[src/hdl/cache_pkg.sv]
package cache_pkg;

    // ~~~~~~~~~~~~~~~~~~~~~~~~~~~~~~~~~~~~~~~~~~~~~~~~~~~~~~~~~~~~~~~~~~~~~~~~~~
    // Geometry
    // ~~~~~~~~~~~~~~~~~~~~~~~~~~~~~~~~~~~~~~~~~~~~~~~~~~~~~~~~~~~~~~~~~~~~~~~~~~

    localparam int addr_width     = 16;                     // Byte address.
    localparam int word_width     = 16;                     // CPU word.
    localparam int word_bytes     = word_width / 8;         // Bytes per CPU word.
    localparam int byte_sel_width = $clog2(word_bytes);     // Byte-in-word address bits.
    localparam int line_bytes     = 32;
    localparam int line_width     = line_bytes * 8;         // One line moved per memory access.
    localparam int offset_width   = $clog2(line_bytes);     // 5 bits.
    localparam int index_width    = 3;
    localparam int num_sets       = 1 << index_width;       // 8 sets.
    localparam int tag_width      = addr_width - index_width - offset_width;

    // ~~~~~~~~~~~~~~~~~~~~~~~~~~~~~~~~~~~~~~~~~~~~~~~~~~~~~~~~~~~~~~~~~~~~~~~~~~
    // Port structs
    // ~~~~~~~~~~~~~~~~~~~~~~~~~~~~~~~~~~~~~~~~~~~~~~~~~~~~~~~~~~~~~~~~~~~~~~~~~~

    typedef struct packed {
        logic                  read;
        logic                  write;
        logic [addr_width-1:0] addr;
        logic [word_width-1:0] wdata;
        logic [word_bytes-1:0] wmask;                       // Bit 0 is the low byte.
    } cpu_req_t;

    typedef struct packed {
        logic                  read;
        logic                  write;
        logic [addr_width-1:0] addr;                        // Always line aligned.
        logic [line_width-1:0] wdata;
    } mem_req_t;

    // ~~~~~~~~~~~~~~~~~~~~~~~~~~~~~~~~~~~~~~~~~~~~~~~~~~~~~~~~~~~~~~~~~~~~~~~~~~
    // Controller and datapath link
    // ~~~~~~~~~~~~~~~~~~~~~~~~~~~~~~~~~~~~~~~~~~~~~~~~~~~~~~~~~~~~~~~~~~~~~~~~~~

    typedef struct packed {
        logic hit_0;
        logic hit_1;
        logic dirty_out;                                    // Dirty bit of the LRU way.
        logic lru_out;                                      // Way to replace next.
    } cache_status_t;

    typedef struct packed {
        logic way_sel;                                      // Way read or loaded.
        logic tag_source_sel;                               // 0 stored tag, 1 CPU tag.
        logic load;                                         // Word write on a hit.
        logic load_all;                                     // Line fill from memory.
        logic load_lru;
        logic lru_in;
    } cache_ctrl_t;

    typedef enum logic [1:0] {
        state_idle_hit,
        state_write_back,
        state_read_in
    } cache_state_e;

endpackage
[src/hdl/cache_top.sv]
`timescale 1ns/1ps

module cache_top (
    input  logic                             clk,
    input  logic                             arst_n,
    input  cache_pkg::cpu_req_t              cpu_req,
    output logic                             cpu_resp,
    output logic [cache_pkg::word_width-1:0]  cpu_rdata,
    output cache_pkg::mem_req_t              mem_req,
    input  logic                             mem_resp,
    input  logic [cache_pkg::line_width-1:0]  mem_rdata
);

    import cache_pkg::*;

    cache_status_t         status;
    cache_ctrl_t           ctrl;
    logic                  mem_read;
    logic                  mem_write;
    logic [addr_width-1:0] mem_addr;
    logic [line_width-1:0] mem_wdata;

    // ~~~~~~~~~~~~~~~~~~~~~~~~~~~~~~~~~~~~~~~~~~~~~~~~~~~~~~~~~~~~~~~~~~~~~~~~~~
    // Controller and datapath
    // ~~~~~~~~~~~~~~~~~~~~~~~~~~~~~~~~~~~~~~~~~~~~~~~~~~~~~~~~~~~~~~~~~~~~~~~~~~

    cache_control control_i (
        .clk       (clk),
        .arst_n    (arst_n),
        .status    (status),
        .cpu_read  (cpu_req.read),
        .cpu_write (cpu_req.write),
        .mem_resp  (mem_resp),
        .ctrl      (ctrl),
        .cpu_resp  (cpu_resp),
        .mem_read  (mem_read),
        .mem_write (mem_write)
    );

    cache_datapath datapath_i (
        .clk       (clk),
        .arst_n    (arst_n),
        .cpu_req   (cpu_req),
        .ctrl      (ctrl),
        .mem_rdata (mem_rdata),
        .status    (status),
        .cpu_rdata (cpu_rdata),
        .mem_addr  (mem_addr),
        .mem_wdata (mem_wdata)
    );

    // Strobes come from the controller, address and line from the datapath.
    assign mem_req = '{read: mem_read, write: mem_write, addr: mem_addr, wdata: mem_wdata};

endmodule

[src/hdl/cache_control.sv]
`timescale 1ns/1ps

module cache_control (
    input  logic                    clk,
    input  logic                    arst_n,
    input  cache_pkg::cache_status_t status,
    input  logic                    cpu_read,
    input  logic                    cpu_write,
    input  logic                    mem_resp,
    output cache_pkg::cache_ctrl_t   ctrl,
    output logic                    cpu_resp,
    output logic                    mem_read,
    output logic                    mem_write
);

    import cache_pkg::*;

    cache_state_e state_q;
    cache_state_e state_d;
    logic         cpu_active;
    logic         hit_any;

    assign cpu_active = cpu_read | cpu_write;              // At most one is high.
    assign hit_any    = status.hit_0 | status.hit_1;

    // ~~~~~~~~~~~~~~~~~~~~~~~~~~~~~~~~~~~~~~~~~~~~~~~~~~~~~~~~~~~~~~~~~~~~~~~~~~
    // State outputs
    // ~~~~~~~~~~~~~~~~~~~~~~~~~~~~~~~~~~~~~~~~~~~~~~~~~~~~~~~~~~~~~~~~~~~~~~~~~~

    always_comb begin
        ctrl      = '0;
        cpu_resp  = 1'b0;
        mem_read  = 1'b0;
        mem_write = 1'b0;

        unique case (state_q)
            state_idle_hit: begin
                if (cpu_active && hit_any) begin
                    ctrl.way_sel  = ~status.hit_0;         // Hit on way 1 when way 0 misses.
                    ctrl.lru_in   = status.hit_0;          // The other way becomes LRU.
                    ctrl.load_lru = 1'b1;
                    ctrl.load     = cpu_write;             // Word merge only for writes.
                    cpu_resp      = 1'b1;
                end
            end

            state_write_back: begin
                ctrl.way_sel        = status.lru_out;      // Victim line goes out.
                ctrl.tag_source_sel = 1'b0;                // Address of the victim.
                mem_write           = 1'b1;
            end

            state_read_in: begin
                ctrl.way_sel        = status.lru_out;
                ctrl.tag_source_sel = 1'b1;                // Address of the request.
                ctrl.load_all       = mem_resp;            // Line lands on the response edge.
                mem_read            = 1'b1;
            end

            default: begin
                ctrl = '0;
            end
        endcase
    end

    // ~~~~~~~~~~~~~~~~~~~~~~~~~~~~~~~~~~~~~~~~~~~~~~~~~~~~~~~~~~~~~~~~~~~~~~~~~~
    // Next state
    // ~~~~~~~~~~~~~~~~~~~~~~~~~~~~~~~~~~~~~~~~~~~~~~~~~~~~~~~~~~~~~~~~~~~~~~~~~~

    always_comb begin
        state_d = state_q;

        unique case (state_q)
            state_idle_hit: begin
                if (cpu_active && !hit_any) begin
                    if (status.dirty_out) begin
                        state_d = state_write_back;       // Victim must be saved first.
                    end else begin
                        state_d = state_read_in;
                    end
                end
            end

            state_write_back: begin
                if (mem_resp) begin
                    state_d = state_read_in;
                end
            end

            state_read_in: begin
                if (mem_resp) begin
                    state_d = state_idle_hit;              // Request hits next cycle.
                end
            end

            default: begin
                state_d = state_idle_hit;
            end
        endcase
    end

    always_ff @(posedge clk or negedge arst_n) begin
        if (!arst_n) begin
            state_q <= state_idle_hit;
        end else begin
            state_q <= state_d;
        end
    end

endmodule

[src/hdl/cache_datapath.sv]
`timescale 1ns/1ps

module cache_datapath (
    input  logic                             clk,
    input  logic                             arst_n,
    input  cache_pkg::cpu_req_t              cpu_req,
    input  cache_pkg::cache_ctrl_t           ctrl,
    input  logic [cache_pkg::line_width-1:0]  mem_rdata,
    output cache_pkg::cache_status_t         status,
    output logic [cache_pkg::word_width-1:0]  cpu_rdata,
    output logic [cache_pkg::addr_width-1:0]  mem_addr,
    output logic [cache_pkg::line_width-1:0]  mem_wdata
);

    import cache_pkg::*;

    logic [tag_width-1:0]                   cpu_tag;
    logic [index_width-1:0]                 index;
    logic [offset_width-byte_sel_width-1:0] word_idx;
    logic [line_width-1:0]                  line_0;
    logic [line_width-1:0]                  line_1;
    logic [line_width-1:0]                  sel_line;
    logic [line_width-1:0]                  write_line;
    logic [line_width-1:0]                  line_in;
    logic [tag_width-1:0]                   stored_tag_0;
    logic [tag_width-1:0]                   stored_tag_1;
    logic [tag_width-1:0]                   mem_tag;
    logic                                   hit_0;
    logic                                   hit_1;
    logic                                   dirty_0;
    logic                                   dirty_1;
    logic [num_sets-1:0]                    lru_q;

    // Address fields.
    assign cpu_tag  = cpu_req.addr[addr_width-1 -: tag_width];
    assign index    = cpu_req.addr[offset_width +: index_width];
    assign word_idx = cpu_req.addr[offset_width-1:byte_sel_width];

    // ~~~~~~~~~~~~~~~~~~~~~~~~~~~~~~~~~~~~~~~~~~~~~~~~~~~~~~~~~~~~~~~~~~~~~~~~~~
    // Write merge and fill routing
    // ~~~~~~~~~~~~~~~~~~~~~~~~~~~~~~~~~~~~~~~~~~~~~~~~~~~~~~~~~~~~~~~~~~~~~~~~~~

    assign sel_line = ctrl.way_sel ? line_1 : line_0;

    always_comb begin
        write_line = sel_line;
        for (int b = 0; b < word_bytes; b++) begin
            if (cpu_req.wmask[b]) begin
                write_line[(word_idx * word_bytes + b) * 8 +: 8] = cpu_req.wdata[b * 8 +: 8];
            end
        end
    end

    assign line_in = ctrl.load_all ? mem_rdata : write_line;   // Fill wins over a word write.

    cache_way way0_i (
        .clk        (clk),
        .arst_n     (arst_n),
        .index      (index),
        .tag        (cpu_tag),
        .load       (ctrl.load && !ctrl.way_sel),
        .load_all   (ctrl.load_all && !ctrl.way_sel),
        .line_in    (line_in),
        .hit        (hit_0),
        .dirty      (dirty_0),
        .stored_tag (stored_tag_0),
        .line_out   (line_0)
    );

    cache_way way1_i (
        .clk        (clk),
        .arst_n     (arst_n),
        .index      (index),
        .tag        (cpu_tag),
        .load       (ctrl.load && ctrl.way_sel),
        .load_all   (ctrl.load_all && ctrl.way_sel),
        .line_in    (line_in),
        .hit        (hit_1),
        .dirty      (dirty_1),
        .stored_tag (stored_tag_1),
        .line_out   (line_1)
    );

    // ~~~~~~~~~~~~~~~~~~~~~~~~~~~~~~~~~~~~~~~~~~~~~~~~~~~~~~~~~~~~~~~~~~~~~~~~~~
    // Replacement and outputs
    // ~~~~~~~~~~~~~~~~~~~~~~~~~~~~~~~~~~~~~~~~~~~~~~~~~~~~~~~~~~~~~~~~~~~~~~~~~~

    always_ff @(posedge clk or negedge arst_n) begin
        if (!arst_n) begin
            lru_q <= '0;                                   // Way 0 is replaced first.
        end else if (ctrl.load_lru) begin
            lru_q[index] <= ctrl.lru_in;
        end
    end

    always_comb begin
        status.hit_0     = hit_0;
        status.hit_1     = hit_1;
        status.lru_out   = lru_q[index];
        status.dirty_out = lru_q[index] ? dirty_1 : dirty_0;
    end

    assign cpu_rdata = sel_line[word_idx * word_width +: word_width];
    assign mem_wdata = sel_line;                           // Victim line on write-back.
    assign mem_tag   = ctrl.tag_source_sel ? cpu_tag
                     : (ctrl.way_sel ? stored_tag_1 : stored_tag_0);
    assign mem_addr  = {mem_tag, index, {offset_width{1'b0}}};

endmodule

[src/hdl/cache_way.sv]
`timescale 1ns/1ps

module cache_way (
    input  logic                             clk,
    input  logic                             arst_n,
    input  logic [cache_pkg::index_width-1:0] index,
    input  logic [cache_pkg::tag_width-1:0]   tag,
    input  logic                             load,
    input  logic                             load_all,
    input  logic [cache_pkg::line_width-1:0]  line_in,
    output logic                             hit,
    output logic                             dirty,
    output logic [cache_pkg::tag_width-1:0]   stored_tag,
    output logic [cache_pkg::line_width-1:0]  line_out
);

    import cache_pkg::*;

    // ~~~~~~~~~~~~~~~~~~~~~~~~~~~~~~~~~~~~~~~~~~~~~~~~~~~~~~~~~~~~~~~~~~~~~~~~~~
    // Storage
    // ~~~~~~~~~~~~~~~~~~~~~~~~~~~~~~~~~~~~~~~~~~~~~~~~~~~~~~~~~~~~~~~~~~~~~~~~~~

    logic [tag_width-1:0]  tag_q  [num_sets];
    logic [line_width-1:0] line_q [num_sets];
    logic [num_sets-1:0]   valid_q;
    logic [num_sets-1:0]   dirty_q;

    // Data and tags.
    always_ff @(posedge clk) begin
        if (load || load_all) begin
            line_q[index] <= line_in;                      // Merged word or a full fill.
        end
        if (load_all) begin
            tag_q[index] <= tag;
        end
    end

    // Line state bits.
    always_ff @(posedge clk or negedge arst_n) begin
        if (!arst_n) begin
            valid_q <= '0;
            dirty_q <= '0;
        end else if (load_all) begin
            valid_q[index] <= 1'b1;
            dirty_q[index] <= 1'b0;                        // Fresh from memory.
        end else if (load) begin
            dirty_q[index] <= 1'b1;
        end
    end

    // ~~~~~~~~~~~~~~~~~~~~~~~~~~~~~~~~~~~~~~~~~~~~~~~~~~~~~~~~~~~~~~~~~~~~~~~~~~
    // Lookup
    // ~~~~~~~~~~~~~~~~~~~~~~~~~~~~~~~~~~~~~~~~~~~~~~~~~~~~~~~~~~~~~~~~~~~~~~~~~~

    assign stored_tag = tag_q[index];
    assign line_out   = line_q[index];
    assign dirty      = dirty_q[index];
    assign hit        = valid_q[index] && (tag_q[index] == tag);   // Read in the same cycle.

endmodule

[config.mk]
export PLATFORM = sky130hd
export DESIGN_NAME = cache_top
export DESIGN_NICKNAME = d
export VERILOG_FILES = /design/src/hdl/cache_pkg.sv /design/src/hdl/cache_top.sv /design/src/hdl/cache_control.sv /design/src/hdl/cache_datapath.sv /design/src/hdl/cache_way.sv
export SDC_FILE = /design/constraint.sdc
export NUM_CORES = 2
export LEC_CHECK = 0
export BUFFER_PORTS_ARGS = -buffer_cell sky130_fd_sc_hd__buf_2
export CORE_MARGIN = 2
export CORE_UTILIZATION = 34
export CTS_CLUSTER_SIZE = 14
export DETAILED_ROUTE_END_ITERATION = 7
export SYNTH_ARGS = -nofsm -noshare
export SYNTH_HDL_FRONTEND = slang
export SYNTH_HIERARCHICAL = 1
export SYNTH_MEMORY_MAX_BITS = 65536
export SYNTH_SLANG_ARGS = --single-unit
[constraint.sdc]
create_clock -name clk -period 61.7 [get_ports clk]
set_input_delay 12.34 -clock clk [delete_from_list [all_inputs] [get_ports clk]]
set_output_delay 12.34 -clock clk [all_outputs]
set_load 0.03 [all_outputs]
==> qor.yml <==
floorplan:
  start_util: 0.342
  fp.dieW_microns: 703
  std_cell_rows: 256
  io_pins: 586
  core_sq_um: 487000
  die_h_microns: 703
  dieArea_sq_um: 495000
power:
  swShare: 0.266
  ir_drop_mv: 0.0276
  p_seq_frac: 0.505
  p_int_mw: 5.04
  p_leak_nw: 61.1
  switchingPower_mw: 1.83
  combPwrFrac: 0.131
  power_density_nw_per_um2: 35.8
  pwr-share-clk: 0.364
status:
  violations: "capacitance limit, slew limit"
  status: "finished with violations"
detailed_routing:
  vias: 106000
  vias_per_cell: 6.21
  drc: 0
  drt_iter0_markers: 16300
  routedWlPerCell_microns: 38.8
  wirelength_mm: 661
  antenna_left: 0
  first_pass_iters: 6
synth:
  synth_area_sq_um: 166000
  avgSynthCellArea_sq_um: 17.7
  synth_cells: 9403
  synth_seq_cells: 4266
  yosysWarnings: 6
  synth_edf_count: 4224
  async_flop_share: 0.00985
  synth_seq_area_share: 0.769
  ys_types: 75
  synth_flop_cell: "edfxtp_1"
clocking:
  clock_path_buffers: 4
  hold_buffers: 0
  insertion_delay_ns: 1.08
  cts_sinks: 4266
  cts.htree.levels: 5
  cts-root-buf: "clkbuf_16"
  clk_pin_slew_ns: 0.06
  cts_tree: "done"
  cts_setup_buffers: 0
  cts_buffers: 419
  cts_resized: 0
sta:
  setup_tns_ns: 0
  setup_violations: 0
  tightestPinTransition_ns: 1.70
  slew_violations: 7
  hold_violations: 0
  fin_crit_ns: 34.05
  fin_crit_sh: 0.552
  rsz0062_at_grt: "false"
  worst_slack_ns: 27.65
  skew_ns: 0.0918
  fmax_ghz: 0.0294
  max-slew-margin-rel: -0.146
critical_path:
  worst_ep_arrival_time_ns: 21.71
  path_cells: "buf_8 > buf_4 > inv_4 > and2_4 > a222oi_1 > o21ai_1 > xor2_1 > nor4_2 > nor2_1 > nor2_2 > a22oi_1 > nor2_4 > buf_4 > buf_4 > buf_4 > buf_4 > mux4_2 > o22ai_1 > a211o_1 > nor3_1 > buf_4 > buf_2"
  cpMaxStageDelayCell: "o22ai_1"
  critPathRequiredTime_ns: 49.36
  endpoint_kind: "primary output"
  cp_slowest_stage_delay_ns: 0.88
  worstSetupPathType: "primary input to primary output"
  path_common_cell: "buf_4"
  start_kind: "primary input"
  path_max_fanout: 51
grt:
  grt_pass1_vias: 97600
  antenna_found_initial: 88
  grt_use_total: 0.257
  grt_max_degree: 111
  grt_first_pass_wirelength_mm: 869
  overflow: 0
cells_and_area:
  synthToLayoutAreaGrowth_pct: 15.3
  nets: 10500
  drive_gt1_frac: 0.219
place:
  place_ws_ns: 28.04
  gp_congestion: 0.892
  dp_hpwl_mm: 399
  io_buffer_count: 579
job:
  drv_cap: 2
hold_path:
  hp-class: "flip-flop to flip-flop"
-- layer usage --
metal | wire [microns] | global-route usage | vias up
li1 | - | - | 40900
met1 | 224000 | 0.309 | 54700
met2 | 285000 | 0.377 | 8505
met3 | 90800 | 0.0890 | 1651
met4 | 60300 | 0.201 | 52
met5 | 338 | 0 | -
-- cells in the final DEF, fill, tap and decap left out, types with 42 or more instances in the layout --
| cell type | Yosys | layout |
|---|---|---|
| edfxtp_1 | 4224 | 4224 |
| a22oi_1 | 1602 | 1602 |
| buf_2 | 279 | 577 |
| mux2_2 | 478 | 478 |
| clkbuf_16 | 0 | 424 |
| buf_4 | 59 | 375 |
| nand4_1 | 339 | 339 |
| a221oi_1 | 293 | 285 |
| mux2i_1 | 240 | 240 |
| inv_1 | 192 | 191 |
| nand2_1 | 134 | 134 |
| a21oi_1 | 132 | 128 |
| nand3_1 | 121 | 121 |
| clkinv_1 | 3 | 118 |
| a22o_1 | 113 | 113 |
| mux4_2 | 99 | 99 |
| clkbuf_1 | 276 | 95 |
| nor2_1 | 97 | 90 |
| o21ai_0 | 87 | 85 |
| diode_2 | 0 | 81 |
| clkinv_2 | 0 | 75 |
| nor3_1 | 85 | 75 |
| o22ai_1 | 44 | 44 |
| dfrtp_1 | 42 | 42 |
-- metrics by stage --
step	instance area, sq um	std cells	total power [mW]	hold WS [ns]	utilization
2_1_floorplan	166000	9407	3.99	0.428	-
3_3_place_gp	178000	16200	4.37	0.441	0.366
3_5_place_dp	178000	16200	4.40	0.452	0.366
4_1_cts	192000	17000	6.85	0.466	0.394
5_1_grt	192000	17000	7.02	0.477	0.394
6_report	192000	17000	6.87	0.464	0.394
-- path summary, 6_finish.rpt --
kind / startpoint / to / slack (ns) / cells after the start
worst max-delay path: cpu_req[23] / cpu_rdata[0] / 27.65 / 22
worst min-delay path: datapath_i/way0_i/valid_q[7]$_DFFE_PN0P_ / datapath_i/way0_i/valid_q[7]$_DFFE_PN0P_ / 0.46 / 1
worst max register to register: datapath_i/way0_i/tag_q[1][6]$_DFFE_PP_ / datapath_i/way1_i/line_q[1][156]$_DFFE_PP_ / 53.49 / 17
worst min register to register: datapath_i/way0_i/valid_q[7]$_DFFE_PN0P_ / datapath_i/way0_i/valid_q[7]$_DFFE_PN0P_ / 0.46 / 1
max in group asynchronous: arst_n / asynchronous set/reset pin / 49.52 / 1
min in group asynchronous: arst_n / datapath_i/lru_q[7]$_DFFE_PN0P_ / 11.49 / 1
-- area by class of cell --
cell class / instances / area [sq um]
inverters: 198 / 749
diodes: 81 / 203
well taps: 6450 / 8070
multi-input cells: 4265 / 35000
clock inverters: 254 / 2250
flip-flops and latches: 4266 / 128000
clock buffers: 523 / 11000
fillers: 43500 / 295000
repair buffers: 999 / 6600
-- registers in the layout (all words and copies together), names as in the netlist, named ones only --
signal                     cells
datapath_i/way0_i/line_q    2048
datapath_i/way1_i/line_q    2048
datapath_i/way0_i/tag_q       64
datapath_i/way1_i/tag_q       64
datapath_i/lru_q               8
datapath_i/way0_i/valid_q      8
datapath_i/way1_i/valid_q      8
control_i/state_q              2
-- cell families (layout without fill, tap and decap cells) --
| kind of cell | count (synthesis) | after routing | synth area share |
|---|---|---|---|
| AO/OA/AOI/OAI | 2453 | 2453 | 0.112 |
| XOR/XNOR | 16 | 16 | 0.000843 |
| adder cells (fa/ha/maj) | 11 | 11 | 0.000828 |
| buffers and inverters | 876 | 1974 | 0.0239 |
| flip-flops | 4266 | 4266 | 0.769 |
| multiplexers | 824 | 824 | 0.0611 |
| other | 1 | 86 | 0.0000226 |
| AND/OR/NAND/NOR | 956 | 956 | 0.0325 |
-- cells in the mapped netlist (all sizes together) (4+ instances only) --
cell type	instances	area share
nor2	101	0.0023
nor4	19	0.0015
a221o	11	0.00066
edfxtp	4224	0.76
a221oi	323	0.018
nand3	121	0.0036
clkbuf	276	0.0062
nand2b	22	0.00083
nand2	134	0.0030
a211oi	36	0.0016
and3	24	0.00090
or2	18	0.00069
nor2b	24	0.00090
o221ai	14	0.00074
a22o	113	0.0060
o2bb2ai	6	0.00032
mux4	103	0.014
ha	11	0.00083
inv	195	0.0044
a21oi	132	0.0040
buf	402	0.013
nand4	339	0.013
and3b	14	0.00074
o21ai	114	0.0034
xor2	4	0.00021
nor3b	4	0.00018
dfrtp	42	0.0063
o22ai	44	0.0017
o311ai	8	0.00042
nor3	91	0.0030
mux2i	240	0.014
nand3b	4	0.00018
a211o	15	0.00079
and2	30	0.0011
mux2	481	0.033
a31oi	18	0.00068
xnor2	12	0.00063
a22oi	1602	0.072
-- critical path: cells and delay by family --
family                 cells  cell delay (ns)
buffers and inverters      9             3.95
AND/OR/NAND/NOR            6             2.15
XOR/XNOR                   1             0.21
multiplexers               1             0.63
AO/OA/AOI/OAI              5             2.13
-- power by group through the flow --
| stage | registers, mW | logic (mW) | clock network, mW |
|---|---|---|---|
| 4_1_cts | 3.47 | 0.870 | 2.51 |
| 3_3_place_gp | 3.53 | 0.839 | 0 |
| 6_report | 3.47 | 0.900 | 2.50 |
| 3_5_place_dp | 3.53 | 0.867 | 0 |
| 5_1_grt | 3.47 | 0.921 | 2.62 |
| 2_1_floorplan | 3.56 | 0.431 | 0 |
Note: power is estimated with default switching activity, not from simulation.
